[src/ccu_pkg.sv]
`default_nettype none

package ccu_pkg;

    // Bus and system geometry
    localparam int unsigned AddrWidth = 32;
    localparam int unsigned DataWidth = 32;
    localparam int unsigned LineWords = 4;
    localparam int unsigned NoPeers   = 4;

    // Derived line geometry
    localparam int unsigned PeerIdxWidth = $clog2(NoPeers);
    localparam int unsigned WordIdxWidth = $clog2(LineWords);
    localparam int unsigned WordBytes    = DataWidth / 8;
    localparam int unsigned ByteOffset   = $clog2(WordBytes);
    localparam int unsigned LineOffset   = ByteOffset + WordIdxWidth;
    // Occupancy counter must reach LineWords itself
    localparam int unsigned CountWidth   = $clog2(LineWords + 1);

    typedef logic [AddrWidth-1:0]    addr_t;
    typedef logic [DataWidth-1:0]    data_t;
    typedef logic [PeerIdxWidth-1:0] peer_idx_t;
    typedef logic [WordIdxWidth-1:0] word_idx_t;

    // Work handed from control to the memory unit
    typedef enum logic [1:0] {
        MU_READ,
        MU_WRITE,
        MU_WB_READ,
        MU_WB_WRITE
    } mu_op_e;

endpackage

`default_nettype wire
[src/mu_cmd_if.sv]
`timescale 1ns/100ps
`default_nettype none

interface mu_cmd_if;
    import ccu_pkg::*;

    // Four-phase pair, fields held by control until ack rises
    logic      req;
    logic      ack;
    mu_op_e    op;
    addr_t     addr;
    data_t     wdata;
    peer_idx_t responder;
    // Valid while ack is high
    data_t     rdata;

    modport ctrl (
        output req,
        output op,
        output addr,
        output wdata,
        output responder,
        input  ack,
        input  rdata
    );

    modport mu (
        input  req,
        input  op,
        input  addr,
        input  wdata,
        input  responder,
        output ack,
        output rdata
    );

endinterface

`default_nettype wire

[src/ccu_top.sv]
`timescale 1ns/100ps
`default_nettype none

module ccu_top (
    input  logic               clk_i,
    input  logic               rst_ni,
    // Core port
    input  logic               core_req_i,
    output logic               core_ack_o,
    input  logic               core_we_i,
    input  ccu_pkg::addr_t     core_addr_i,
    input  ccu_pkg::data_t     core_wdata_i,
    output ccu_pkg::data_t     core_rdata_o,
    // Snoop port
    output logic               snp_req_o,
    input  logic               snp_ack_i,
    output ccu_pkg::addr_t     snp_addr_o,
    input  logic               snp_data_valid_i,
    input  ccu_pkg::data_t     snp_data_i,
    input  logic               snp_dirty_i,
    input  ccu_pkg::peer_idx_t snp_responder_i,
    // Memory port
    output logic               mem_req_o,
    input  logic               mem_ack_i,
    output logic               mem_we_o,
    output ccu_pkg::addr_t     mem_addr_o,
    output ccu_pkg::data_t     mem_wdata_o,
    output logic               mem_wb_o,
    output ccu_pkg::peer_idx_t mem_owner_o,
    input  ccu_pkg::data_t     mem_rdata_i
);
    import ccu_pkg::*;

    logic      snp_start;
    logic      snp_done;
    logic      snp_dirty;
    peer_idx_t snp_responder;
    logic      buf_push;
    logic      buf_pop;
    logic      buf_full;
    logic      buf_empty;
    data_t     buf_wdata;
    data_t     buf_rdata;

    mu_cmd_if mu_cmd ();

    ccu_ctrl u_ccu_ctrl (
        .clk_i           (clk_i),
        .rst_ni          (rst_ni),
        .core_req_i      (core_req_i),
        .core_ack_o      (core_ack_o),
        .core_we_i       (core_we_i),
        .core_addr_i     (core_addr_i),
        .core_wdata_i    (core_wdata_i),
        .core_rdata_o    (core_rdata_o),
        .snp_start_o     (snp_start),
        .snp_done_i      (snp_done),
        .snp_dirty_i     (snp_dirty),
        .snp_responder_i (snp_responder),
        .mu              (mu_cmd)
    );

    // Snoop address is the request latched by control
    snoop_unit u_snoop_unit (
        .clk_i            (clk_i),
        .rst_ni           (rst_ni),
        .start_i          (snp_start),
        .addr_i           (mu_cmd.addr),
        .done_o           (snp_done),
        .dirty_o          (snp_dirty),
        .responder_o      (snp_responder),
        .snp_req_o        (snp_req_o),
        .snp_addr_o       (snp_addr_o),
        .snp_ack_i        (snp_ack_i),
        .snp_dirty_i      (snp_dirty_i),
        .snp_responder_i  (snp_responder_i),
        .snp_data_valid_i (snp_data_valid_i),
        .snp_data_i       (snp_data_i),
        .buf_full_i       (buf_full),
        .buf_push_o       (buf_push),
        .buf_data_o       (buf_wdata)
    );

    line_buf u_line_buf (
        .clk_i   (clk_i),
        .rst_ni  (rst_ni),
        .push_i  (buf_push),
        .data_i  (buf_wdata),
        .pop_i   (buf_pop),
        .data_o  (buf_rdata),
        .full_o  (buf_full),
        .empty_o (buf_empty)
    );

    mem_unit u_mem_unit (
        .clk_i       (clk_i),
        .rst_ni      (rst_ni),
        .cmd         (mu_cmd),
        .buf_data_i  (buf_rdata),
        .buf_empty_i (buf_empty),
        .buf_pop_o   (buf_pop),
        .mem_req_o   (mem_req_o),
        .mem_ack_i   (mem_ack_i),
        .mem_we_o    (mem_we_o),
        .mem_addr_o  (mem_addr_o),
        .mem_wdata_o (mem_wdata_o),
        .mem_wb_o    (mem_wb_o),
        .mem_owner_o (mem_owner_o),
        .mem_rdata_i (mem_rdata_i)
    );

endmodule

`default_nettype wire

[src/mem_unit.sv]
`timescale 1ns/100ps
`default_nettype none

module mem_unit (
    input  logic               clk_i,
    input  logic               rst_ni,
    // Command from control
    mu_cmd_if.mu               cmd,
    // Line buffer read side
    input  ccu_pkg::data_t     buf_data_i,
    input  logic               buf_empty_i,
    output logic               buf_pop_o,
    // External memory port
    output logic               mem_req_o,
    input  logic               mem_ack_i,
    output logic               mem_we_o,
    output ccu_pkg::addr_t     mem_addr_o,
    output ccu_pkg::data_t     mem_wdata_o,
    output logic               mem_wb_o,
    output ccu_pkg::peer_idx_t mem_owner_o,
    input  ccu_pkg::data_t     mem_rdata_i
);
    import ccu_pkg::*;

    logic      busy_q;
    mu_op_e    op_q;
    logic      mem_req_q;
    logic      cmd_ack_q;
    word_idx_t word_q;
    data_t     rdata_q;
    logic      is_wb;
    logic      xfer_done;
    addr_t     wb_addr;

    assign is_wb     = (op_q == MU_WB_READ) || (op_q == MU_WB_WRITE);
    assign xfer_done = mem_req_q && mem_ack_i;

    // Writeback walks the line in ascending word order
    assign wb_addr = {cmd.addr[AddrWidth-1:LineOffset], word_q, {ByteOffset{1'b0}}};

    always_ff @(posedge clk_i or negedge rst_ni) begin
        if (!rst_ni) begin
            busy_q    <= 1'b0;
            op_q      <= MU_READ;
            mem_req_q <= 1'b0;
            cmd_ack_q <= 1'b0;
            word_q    <= '0;
        end else if (!busy_q) begin
            if (cmd.req && !cmd_ack_q) begin
                busy_q <= 1'b1;
                op_q   <= cmd.op;
                word_q <= '0;
            end else if (!cmd.req) begin
                cmd_ack_q <= 1'b0;
            end
        end else if (!mem_req_q) begin
            // Previous ack must be gone, and a writeback needs a word at hand
            if (!mem_ack_i && !(is_wb && buf_empty_i)) begin
                mem_req_q <= 1'b1;
            end
        end else if (mem_ack_i) begin
            mem_req_q <= 1'b0;
            if (is_wb) begin
                word_q <= word_q + word_idx_t'(1);
                // Last line word written, fall through to the core access
                if (word_q == word_idx_t'(LineWords - 1)) begin
                    op_q <= (op_q == MU_WB_READ) ? MU_READ : MU_WRITE;
                end
            end else begin
                busy_q    <= 1'b0;
                cmd_ack_q <= 1'b1;
            end
        end
    end

    always_ff @(posedge clk_i) begin
        if (xfer_done && !is_wb) begin
            rdata_q <= mem_rdata_i;
        end
    end

    assign buf_pop_o   = xfer_done && is_wb;

    assign mem_req_o   = mem_req_q;
    assign mem_we_o    = is_wb || (op_q == MU_WRITE);
    assign mem_addr_o  = is_wb ? wb_addr : cmd.addr;
    assign mem_wdata_o = is_wb ? buf_data_i : cmd.wdata;
    assign mem_wb_o    = busy_q && is_wb;
    assign mem_owner_o = mem_wb_o ? cmd.responder : '0;

    assign cmd.ack     = cmd_ack_q;
    assign cmd.rdata   = rdata_q;

    // Memory sees one steady transfer until it answers
    a_mem_stable: assert property (@(posedge clk_i) disable iff (!rst_ni)
        mem_req_o && !mem_ack_i |=> mem_req_o &&
            $stable({mem_we_o, mem_addr_o, mem_wdata_o, mem_wb_o, mem_owner_o}))
        else $error("mem_unit: memory request changed before ack");

endmodule

`default_nettype wire

[src/ccu_ctrl.sv]
`timescale 1ns/100ps
`default_nettype none

module ccu_ctrl (
    input  logic               clk_i,
    input  logic               rst_ni,
    // Core port
    input  logic               core_req_i,
    output logic               core_ack_o,
    input  logic               core_we_i,
    input  ccu_pkg::addr_t     core_addr_i,
    input  ccu_pkg::data_t     core_wdata_i,
    output ccu_pkg::data_t     core_rdata_o,
    // Snoop unit
    output logic               snp_start_o,
    input  logic               snp_done_i,
    input  logic               snp_dirty_i,
    input  ccu_pkg::peer_idx_t snp_responder_i,
    // Memory unit command
    mu_cmd_if.ctrl             mu
);
    import ccu_pkg::*;

    typedef enum logic [2:0] {
        CTRL_IDLE,
        CTRL_SNOOP,
        CTRL_MEM_CMD,
        CTRL_WAIT_RELEASE,
        CTRL_CORE_ACK
    } ctrl_state_e;

    ctrl_state_e state_q;
    logic        snp_start_q;
    logic        mu_req_q;
    logic        core_ack_q;
    mu_op_e      op_q;
    mu_op_e      op_sel;
    logic        we_q;
    addr_t       addr_q;
    data_t       wdata_q;
    data_t       rdata_q;
    peer_idx_t   responder_q;

    // A dirty line goes to memory before the core access
    always_comb begin
        case ({we_q, snp_dirty_i})
            2'b00:   op_sel = MU_READ;
            2'b01:   op_sel = MU_WB_READ;
            2'b10:   op_sel = MU_WRITE;
            default: op_sel = MU_WB_WRITE;
        endcase
    end

    always_ff @(posedge clk_i or negedge rst_ni) begin
        if (!rst_ni) begin
            state_q     <= CTRL_IDLE;
            snp_start_q <= 1'b0;
            mu_req_q    <= 1'b0;
            core_ack_q  <= 1'b0;
            op_q        <= MU_READ;
        end else begin
            case (state_q)
                CTRL_IDLE: begin
                    if (core_req_i && !snp_done_i) begin
                        snp_start_q <= 1'b1;
                        state_q     <= CTRL_SNOOP;
                    end
                end
                CTRL_SNOOP: begin
                    if (snp_done_i) begin
                        snp_start_q <= 1'b0;
                        op_q        <= op_sel;
                        mu_req_q    <= 1'b1;
                        state_q     <= CTRL_MEM_CMD;
                    end
                end
                CTRL_MEM_CMD: begin
                    if (mu.ack) begin
                        mu_req_q <= 1'b0;
                        state_q  <= CTRL_WAIT_RELEASE;
                    end
                end
                CTRL_WAIT_RELEASE: begin
                    // Memory unit is free again once its ack is gone
                    if (!mu.ack) begin
                        core_ack_q <= 1'b1;
                        state_q    <= CTRL_CORE_ACK;
                    end
                end
                CTRL_CORE_ACK: begin
                    if (!core_req_i) begin
                        core_ack_q <= 1'b0;
                        state_q    <= CTRL_IDLE;
                    end
                end
                default: state_q <= CTRL_IDLE;
            endcase
        end
    end

    always_ff @(posedge clk_i) begin
        if (state_q == CTRL_IDLE && core_req_i && !snp_done_i) begin
            we_q    <= core_we_i;
            addr_q  <= core_addr_i;
            wdata_q <= core_wdata_i;
        end
        if (state_q == CTRL_SNOOP && snp_done_i) begin
            responder_q <= snp_responder_i;
        end
        if (state_q == CTRL_MEM_CMD && mu.ack) begin
            rdata_q <= mu.rdata;
        end
    end

    assign snp_start_o  = snp_start_q;
    assign core_ack_o   = core_ack_q;
    assign core_rdata_o = rdata_q;

    assign mu.req       = mu_req_q;
    assign mu.op        = op_q;
    assign mu.addr      = addr_q;
    assign mu.wdata     = wdata_q;
    assign mu.responder = responder_q;

    a_ack_in_ack_state: assert property (@(posedge clk_i) disable iff (!rst_ni)
        core_ack_o |-> state_q == CTRL_CORE_ACK)
        else $error("ccu_ctrl: core ack outside ack state");

endmodule

`default_nettype wire

[src/snoop_unit.sv]
`timescale 1ns/100ps
`default_nettype none

module snoop_unit (
    input  logic               clk_i,
    input  logic               rst_ni,
    // Internal start/done pair from control
    input  logic               start_i,
    input  ccu_pkg::addr_t     addr_i,
    output logic               done_o,
    output logic               dirty_o,
    output ccu_pkg::peer_idx_t responder_o,
    // External snoop port
    output logic               snp_req_o,
    output ccu_pkg::addr_t     snp_addr_o,
    input  logic               snp_ack_i,
    input  logic               snp_dirty_i,
    input  ccu_pkg::peer_idx_t snp_responder_i,
    input  logic               snp_data_valid_i,
    input  ccu_pkg::data_t     snp_data_i,
    // Line buffer write side
    input  logic               buf_full_i,
    output logic               buf_push_o,
    output ccu_pkg::data_t     buf_data_o
);
    import ccu_pkg::*;

    typedef enum logic [1:0] {
        SNP_IDLE,
        SNP_REQ,
        SNP_DONE
    } snp_state_e;

    snp_state_e state_q;
    logic       req_q;
    logic       done_q;
    logic       dirty_q;
    peer_idx_t  responder_q;
    addr_t      line_addr_q;

    always_ff @(posedge clk_i or negedge rst_ni) begin
        if (!rst_ni) begin
            state_q <= SNP_IDLE;
            req_q   <= 1'b0;
            done_q  <= 1'b0;
        end else begin
            case (state_q)
                SNP_IDLE: begin
                    if (start_i) begin
                        req_q   <= 1'b1;
                        state_q <= SNP_REQ;
                    end
                end
                SNP_REQ: begin
                    if (snp_ack_i) begin
                        req_q   <= 1'b0;
                        done_q  <= 1'b1;
                        state_q <= SNP_DONE;
                    end
                end
                SNP_DONE: begin
                    // Both sides must release before the next snoop
                    if (!start_i && !snp_ack_i) begin
                        done_q  <= 1'b0;
                        state_q <= SNP_IDLE;
                    end
                end
                default: state_q <= SNP_IDLE;
            endcase
        end
    end

    always_ff @(posedge clk_i) begin
        if (state_q == SNP_IDLE && start_i) begin
            line_addr_q <= {addr_i[AddrWidth-1:LineOffset], {LineOffset{1'b0}}};
        end
        // Peer result is sampled together with its ack
        if (state_q == SNP_REQ && snp_ack_i) begin
            dirty_q     <= snp_dirty_i;
            responder_q <= snp_responder_i;
        end
    end

    assign snp_req_o   = req_q;
    assign snp_addr_o  = line_addr_q;
    assign done_o      = done_q;
    assign dirty_o     = dirty_q;
    assign responder_o = responder_q;

    // Line words arrive ahead of the ack
    assign buf_push_o = (state_q == SNP_REQ) && snp_data_valid_i;
    assign buf_data_o = snp_data_i;

    // The memory unit drains the buffer before control starts another snoop
    a_no_push_full: assert property (@(posedge clk_i) disable iff (!rst_ni)
        buf_push_o |-> !buf_full_i)
        else $error("snoop_unit: push into full line buffer");

endmodule

`default_nettype wire

[src/line_buf.sv]
`timescale 1ns/100ps
`default_nettype none

module line_buf (
    input  logic           clk_i,
    input  logic           rst_ni,
    input  logic           push_i,
    input  ccu_pkg::data_t data_i,
    input  logic           pop_i,
    output ccu_pkg::data_t data_o,
    output logic           full_o,
    output logic           empty_o
);
    import ccu_pkg::*;

    data_t                 mem_q [LineWords];
    word_idx_t             wr_ptr_q;
    word_idx_t             rd_ptr_q;
    logic [CountWidth-1:0] count_q;
    logic                  do_push;
    logic                  do_pop;

    assign do_push = push_i && !full_o;
    assign do_pop  = pop_i && !empty_o;

    always_ff @(posedge clk_i or negedge rst_ni) begin
        if (!rst_ni) begin
            wr_ptr_q <= '0;
            rd_ptr_q <= '0;
            count_q  <= '0;
        end else begin
            // Pointers wrap on their own since the depth is a power of two
            if (do_push) begin
                wr_ptr_q <= wr_ptr_q + word_idx_t'(1);
            end
            if (do_pop) begin
                rd_ptr_q <= rd_ptr_q + word_idx_t'(1);
            end
            case ({do_push, do_pop})
                2'b10:   count_q <= count_q + CountWidth'(1);
                2'b01:   count_q <= count_q - CountWidth'(1);
                default: count_q <= count_q;
            endcase
        end
    end

    always_ff @(posedge clk_i) begin
        if (do_push) begin
            mem_q[wr_ptr_q] <= data_i;
        end
    end

    // Head word only, a word pushed this cycle shows up a cycle later
    assign data_o  = mem_q[rd_ptr_q];
    assign full_o  = (count_q == CountWidth'(LineWords));
    assign empty_o = (count_q == '0);

    // Memory unit only pops words the peer has already streamed in
    a_no_pop_empty: assert property (@(posedge clk_i) disable iff (!rst_ni)
        pop_i |-> !empty_o)
        else $error("line_buf: pop while empty");

endmodule

`default_nettype wire

[config.mk]
export PLATFORM = sky130hd
export DESIGN_NAME = ccu_top
export DESIGN_NICKNAME = d
export VERILOG_FILES = /design/src/ccu_pkg.sv /design/src/mu_cmd_if.sv /design/src/ccu_top.sv /design/src/mem_unit.sv /design/src/ccu_ctrl.sv /design/src/snoop_unit.sv /design/src/line_buf.sv
export SDC_FILE = /design/constraint.sdc
export NUM_CORES = 1
export LEC_CHECK = 0
export BUFFER_PORTS_ARGS = -buffer_cell sky130_fd_sc_hd__buf_2
export CAP_MARGIN = 20
export CORE_ASPECT_RATIO = 1.75
export CORE_MARGIN = 2
export CORE_UTILIZATION = 54
export DETAILED_ROUTE_END_ITERATION = 7
export PLACE_DENSITY = 0.87
export SLEW_MARGIN = 20
export SYNTH_ARGS = -nofsm -noshare
export SYNTH_HDL_FRONTEND = slang
export SYNTH_HIERARCHICAL = 1
export SYNTH_SLANG_ARGS = --single-unit
[constraint.sdc]
create_clock -name clk_i -period 5.95 [get_ports clk_i]
set_clock_uncertainty 0.2 [all_clocks]
set_input_delay 0.595 -clock clk_i [delete_from_list [all_inputs] [get_ports clk_i]]
set_output_delay 0.595 -clock clk_i [all_outputs]
set_load 0.05 [all_outputs]
==> flow_summary.toml <==
[finish]
layout-drive-gt1-share = 0.493
seq_area_um2 = 9360
nFillCells = 1480
syn_to_final_growth_pct = 18.0
fin_nets = 939
multi_input_area_um2 = 1820
final_cell_mix = "290 x edfxtp_1, 268 x buf_2, 38 x mux2_2"
layout_commonest_cell = "edfxtp_1"

[yosys]
synth_edf_count = 290
ys_types = 48
ys_ff_latch = 316
ys_seq_area_frac = 0.790
netlist_area_um2 = 11800
synthArstFlopShare = 0.0823
synth-main-ff-cell = "edfxtp_1"
postSynthAreaPerCell_um2 = 21.0
yosys_warnings = 6
synthCells = 565

[critical_path]
ff2ff_setup_slack_ps = 3020
arrival_ps = 2760
reg2reg_from = "u_mem_unit/op_q[1]$_DFFE_PN0P_"
r2r_cells = 8
crit_type = "reg2out"
path_max_fanout = 22
setup.worst_path.start_class = "flop"
crit_start = "u_line_buf/rd_ptr_q[0]$_DFFE_PN0P_"
critPathRequiredTime_ps = 5160
critPathCaptureType = "output pin"

[power]
internal-power_w = 0.00458
p_leak_nw = 5.22
powerDensity_nw_per_um2 = 496
p_clk_frac = 0.268
p_sw_w = 0.00235
power_w = 0.00693
p_seq_frac = 0.446
peakVddDrop_v = 0.000320
switching_share = 0.340
p_comb_frac = 0.286

[global_route]
use_met1 = 0.206
use_met3 = 0.0507
grt_max_degree = 46
use_met2 = 0.356
gr-total-overflow = 0
top_usage_layer = "met2"
antenna_found_initial = 5
track_usage = 0.189
grt_pass1_wl_um = 32800
grt_pass1_vias = 6108

[run_status]
outcome = "completed"

[sta]
max_slew_margin = 0.310
drv_slew = 0
setup_violations = 0
fin_crit_sh = 0.597
rsz0062_at_grt = "false"
setup_ws_ps = 2400
max_freq_mhz = 282
worst_hold_slack_ps = 34.4
hold_viol = 0
fin_crit_ps = 3550
tightest_slew_ps = 1030
fin_tns_setup_ps = 0

[min_path]
min_path_cells = 1
hold_path_class = "in2reg"
hp-start = "core_addr_i[2]"

[cts]
cts_setup_buffers = 0
cts_tree = "yes"
ctsHtreeMaxLevel = 1
cts_buffer_depth = 3
cts.sinks = 316
numCtsBuffers = 28
cts_root_buf = "clkbuf_16"
clk_pin_slew_ps = 70
worstSkewPairLatency_ps = 530

[floorplanning]
io_pins = 273
die_h_um = 200
core-area_um2 = 21500
row_count = 71
start_util = 0.551
die_w_um = 116
dieArea_um2 = 23200

[place]
pre_cts_ws_ps = 2890
port_buffers = 268
dp_hpwl_um = 15500
gp_congestion = 0.765

[route]
wire_per_inst_um = 20.2
remaining_drc_errors = 0
num_vias = 5704
wirelength_um = 22400
drtIter0Drc = 293
avgViaCountPerCell = 5.14
ant_nets = 0
dr.pass1.iters = 4

[job]
maxCapViolCount = 0
==> layout make-up <==
class,count,area share
multi-input cells,157,0.130
inverters,15,0.00403
repair buffers,276,0.100
flip-flops and latches,316,0.670
diodes,2,0.000358
clock inverters,16,0.0155
clock buffers,36,0.0538
well taps,292,0.0261
==> through the flow <==
step	cell area [um2]	utilization	std cells
after global routing	14000	0.650	1110
after CTS	14000	0.650	1108
after global placement	13000	0.605	1055
after detailed placement	13000	0.605	1055
final	14000	0.650	1110
after floorplan	11900	-	568
==> worst max-delay path, stage by stage, from the launching register on <==
cell and delay [ps]:
dfrtp_2 630, buf_4 490, mux4_1 610, mux2_2 280
buf_2 210
==> flip-flops by register name, summed over array words and instances, names as in the netlist, 3 cells and up <==
signal                   count
u_ccu_ctrl/mu.wdata         32
u_snoop_unit/snp_addr_o     28
u_line_buf/mem_q           128
u_ccu_ctrl/state_q           3
u_ccu_ctrl/core_rdata_o     32
u_ccu_ctrl/mu.addr          32
u_mem_unit/cmd.rdata        32
u_line_buf/count_q           3
==> power by group through the flow <==
stage | clock (W) | combinational, W | sequential (W)
finish | 0.00186 | 0.00198 | 0.00309
global placement | 0 | 0.00196 | 0.00312
detailed placement | 0 | 0.00199 | 0.00314
floorplan | 0 | 0.00135 | 0.00339
global route | 0.00198 | 0.00210 | 0.00314
CTS | 0.00190 | 0.00200 | 0.00310
==> what timing repair did <==
action                                 CTS  global route
hold buffers                             1             0
gates resized for setup                  0             0
endpoints found under the hold margin   26             0
==> cell families after synthesis <==
family	after synthesis	synth area share
compound gates	22	0.0132
xor+xnor	6	0.00444
fa+ha+maj	7	0.00803
buf+inv	95	0.0594
flops	316	0.790
mux	75	0.102
other cells	1	0.000317
simple gates	43	0.0223
==> routing by layer <==
| layer | up-vias | part of all wire |
|---|---|---|
| met2 | 253 | 0.55 |
| met1 | 2830 | 0.34 |
| met5 | - | 0.00058 |
| met4 | 2 | 0.023 |
| li1 | 2581 | - |
| met3 | 38 | 0.083 |
==> Yosys cell counts, types with 5 or more instances <==
master    instances  area share
mux2i_1           5      0.0042
mux2_2           38       0.036
nand2_1          11      0.0035
dfrtp_1          26       0.055
inv_1            14      0.0044
buf_6             7      0.0067
a21oi_1           5      0.0021
mux4_2           28       0.053
ha_1              6      0.0063
buf_4            64       0.041
edfxtp_1        290        0.74
nor2_1            5      0.0016
==> final timing paths <==
| check | to |
|---|---|
| worst min register to register | u_ccu_ctrl/core_rdata_o[12]$_DFFE_PP_ |
| worst max register to register | u_line_buf/count_q[2]$_DFFE_PN0P_ |
| min in group asynchronous | u_mem_unit/word_q[0]$_DFFE_PN0P_ |
| max in group asynchronous | u_mem_unit/op_q[1]$_DFFE_PN0P_ |
| worst max-delay path | mem_wdata_o[13] |
| worst min-delay path | u_ccu_ctrl/mu.addr[2]$_DFFE_PP_ |
Note: power is estimated with default switching activity, not from simulation.
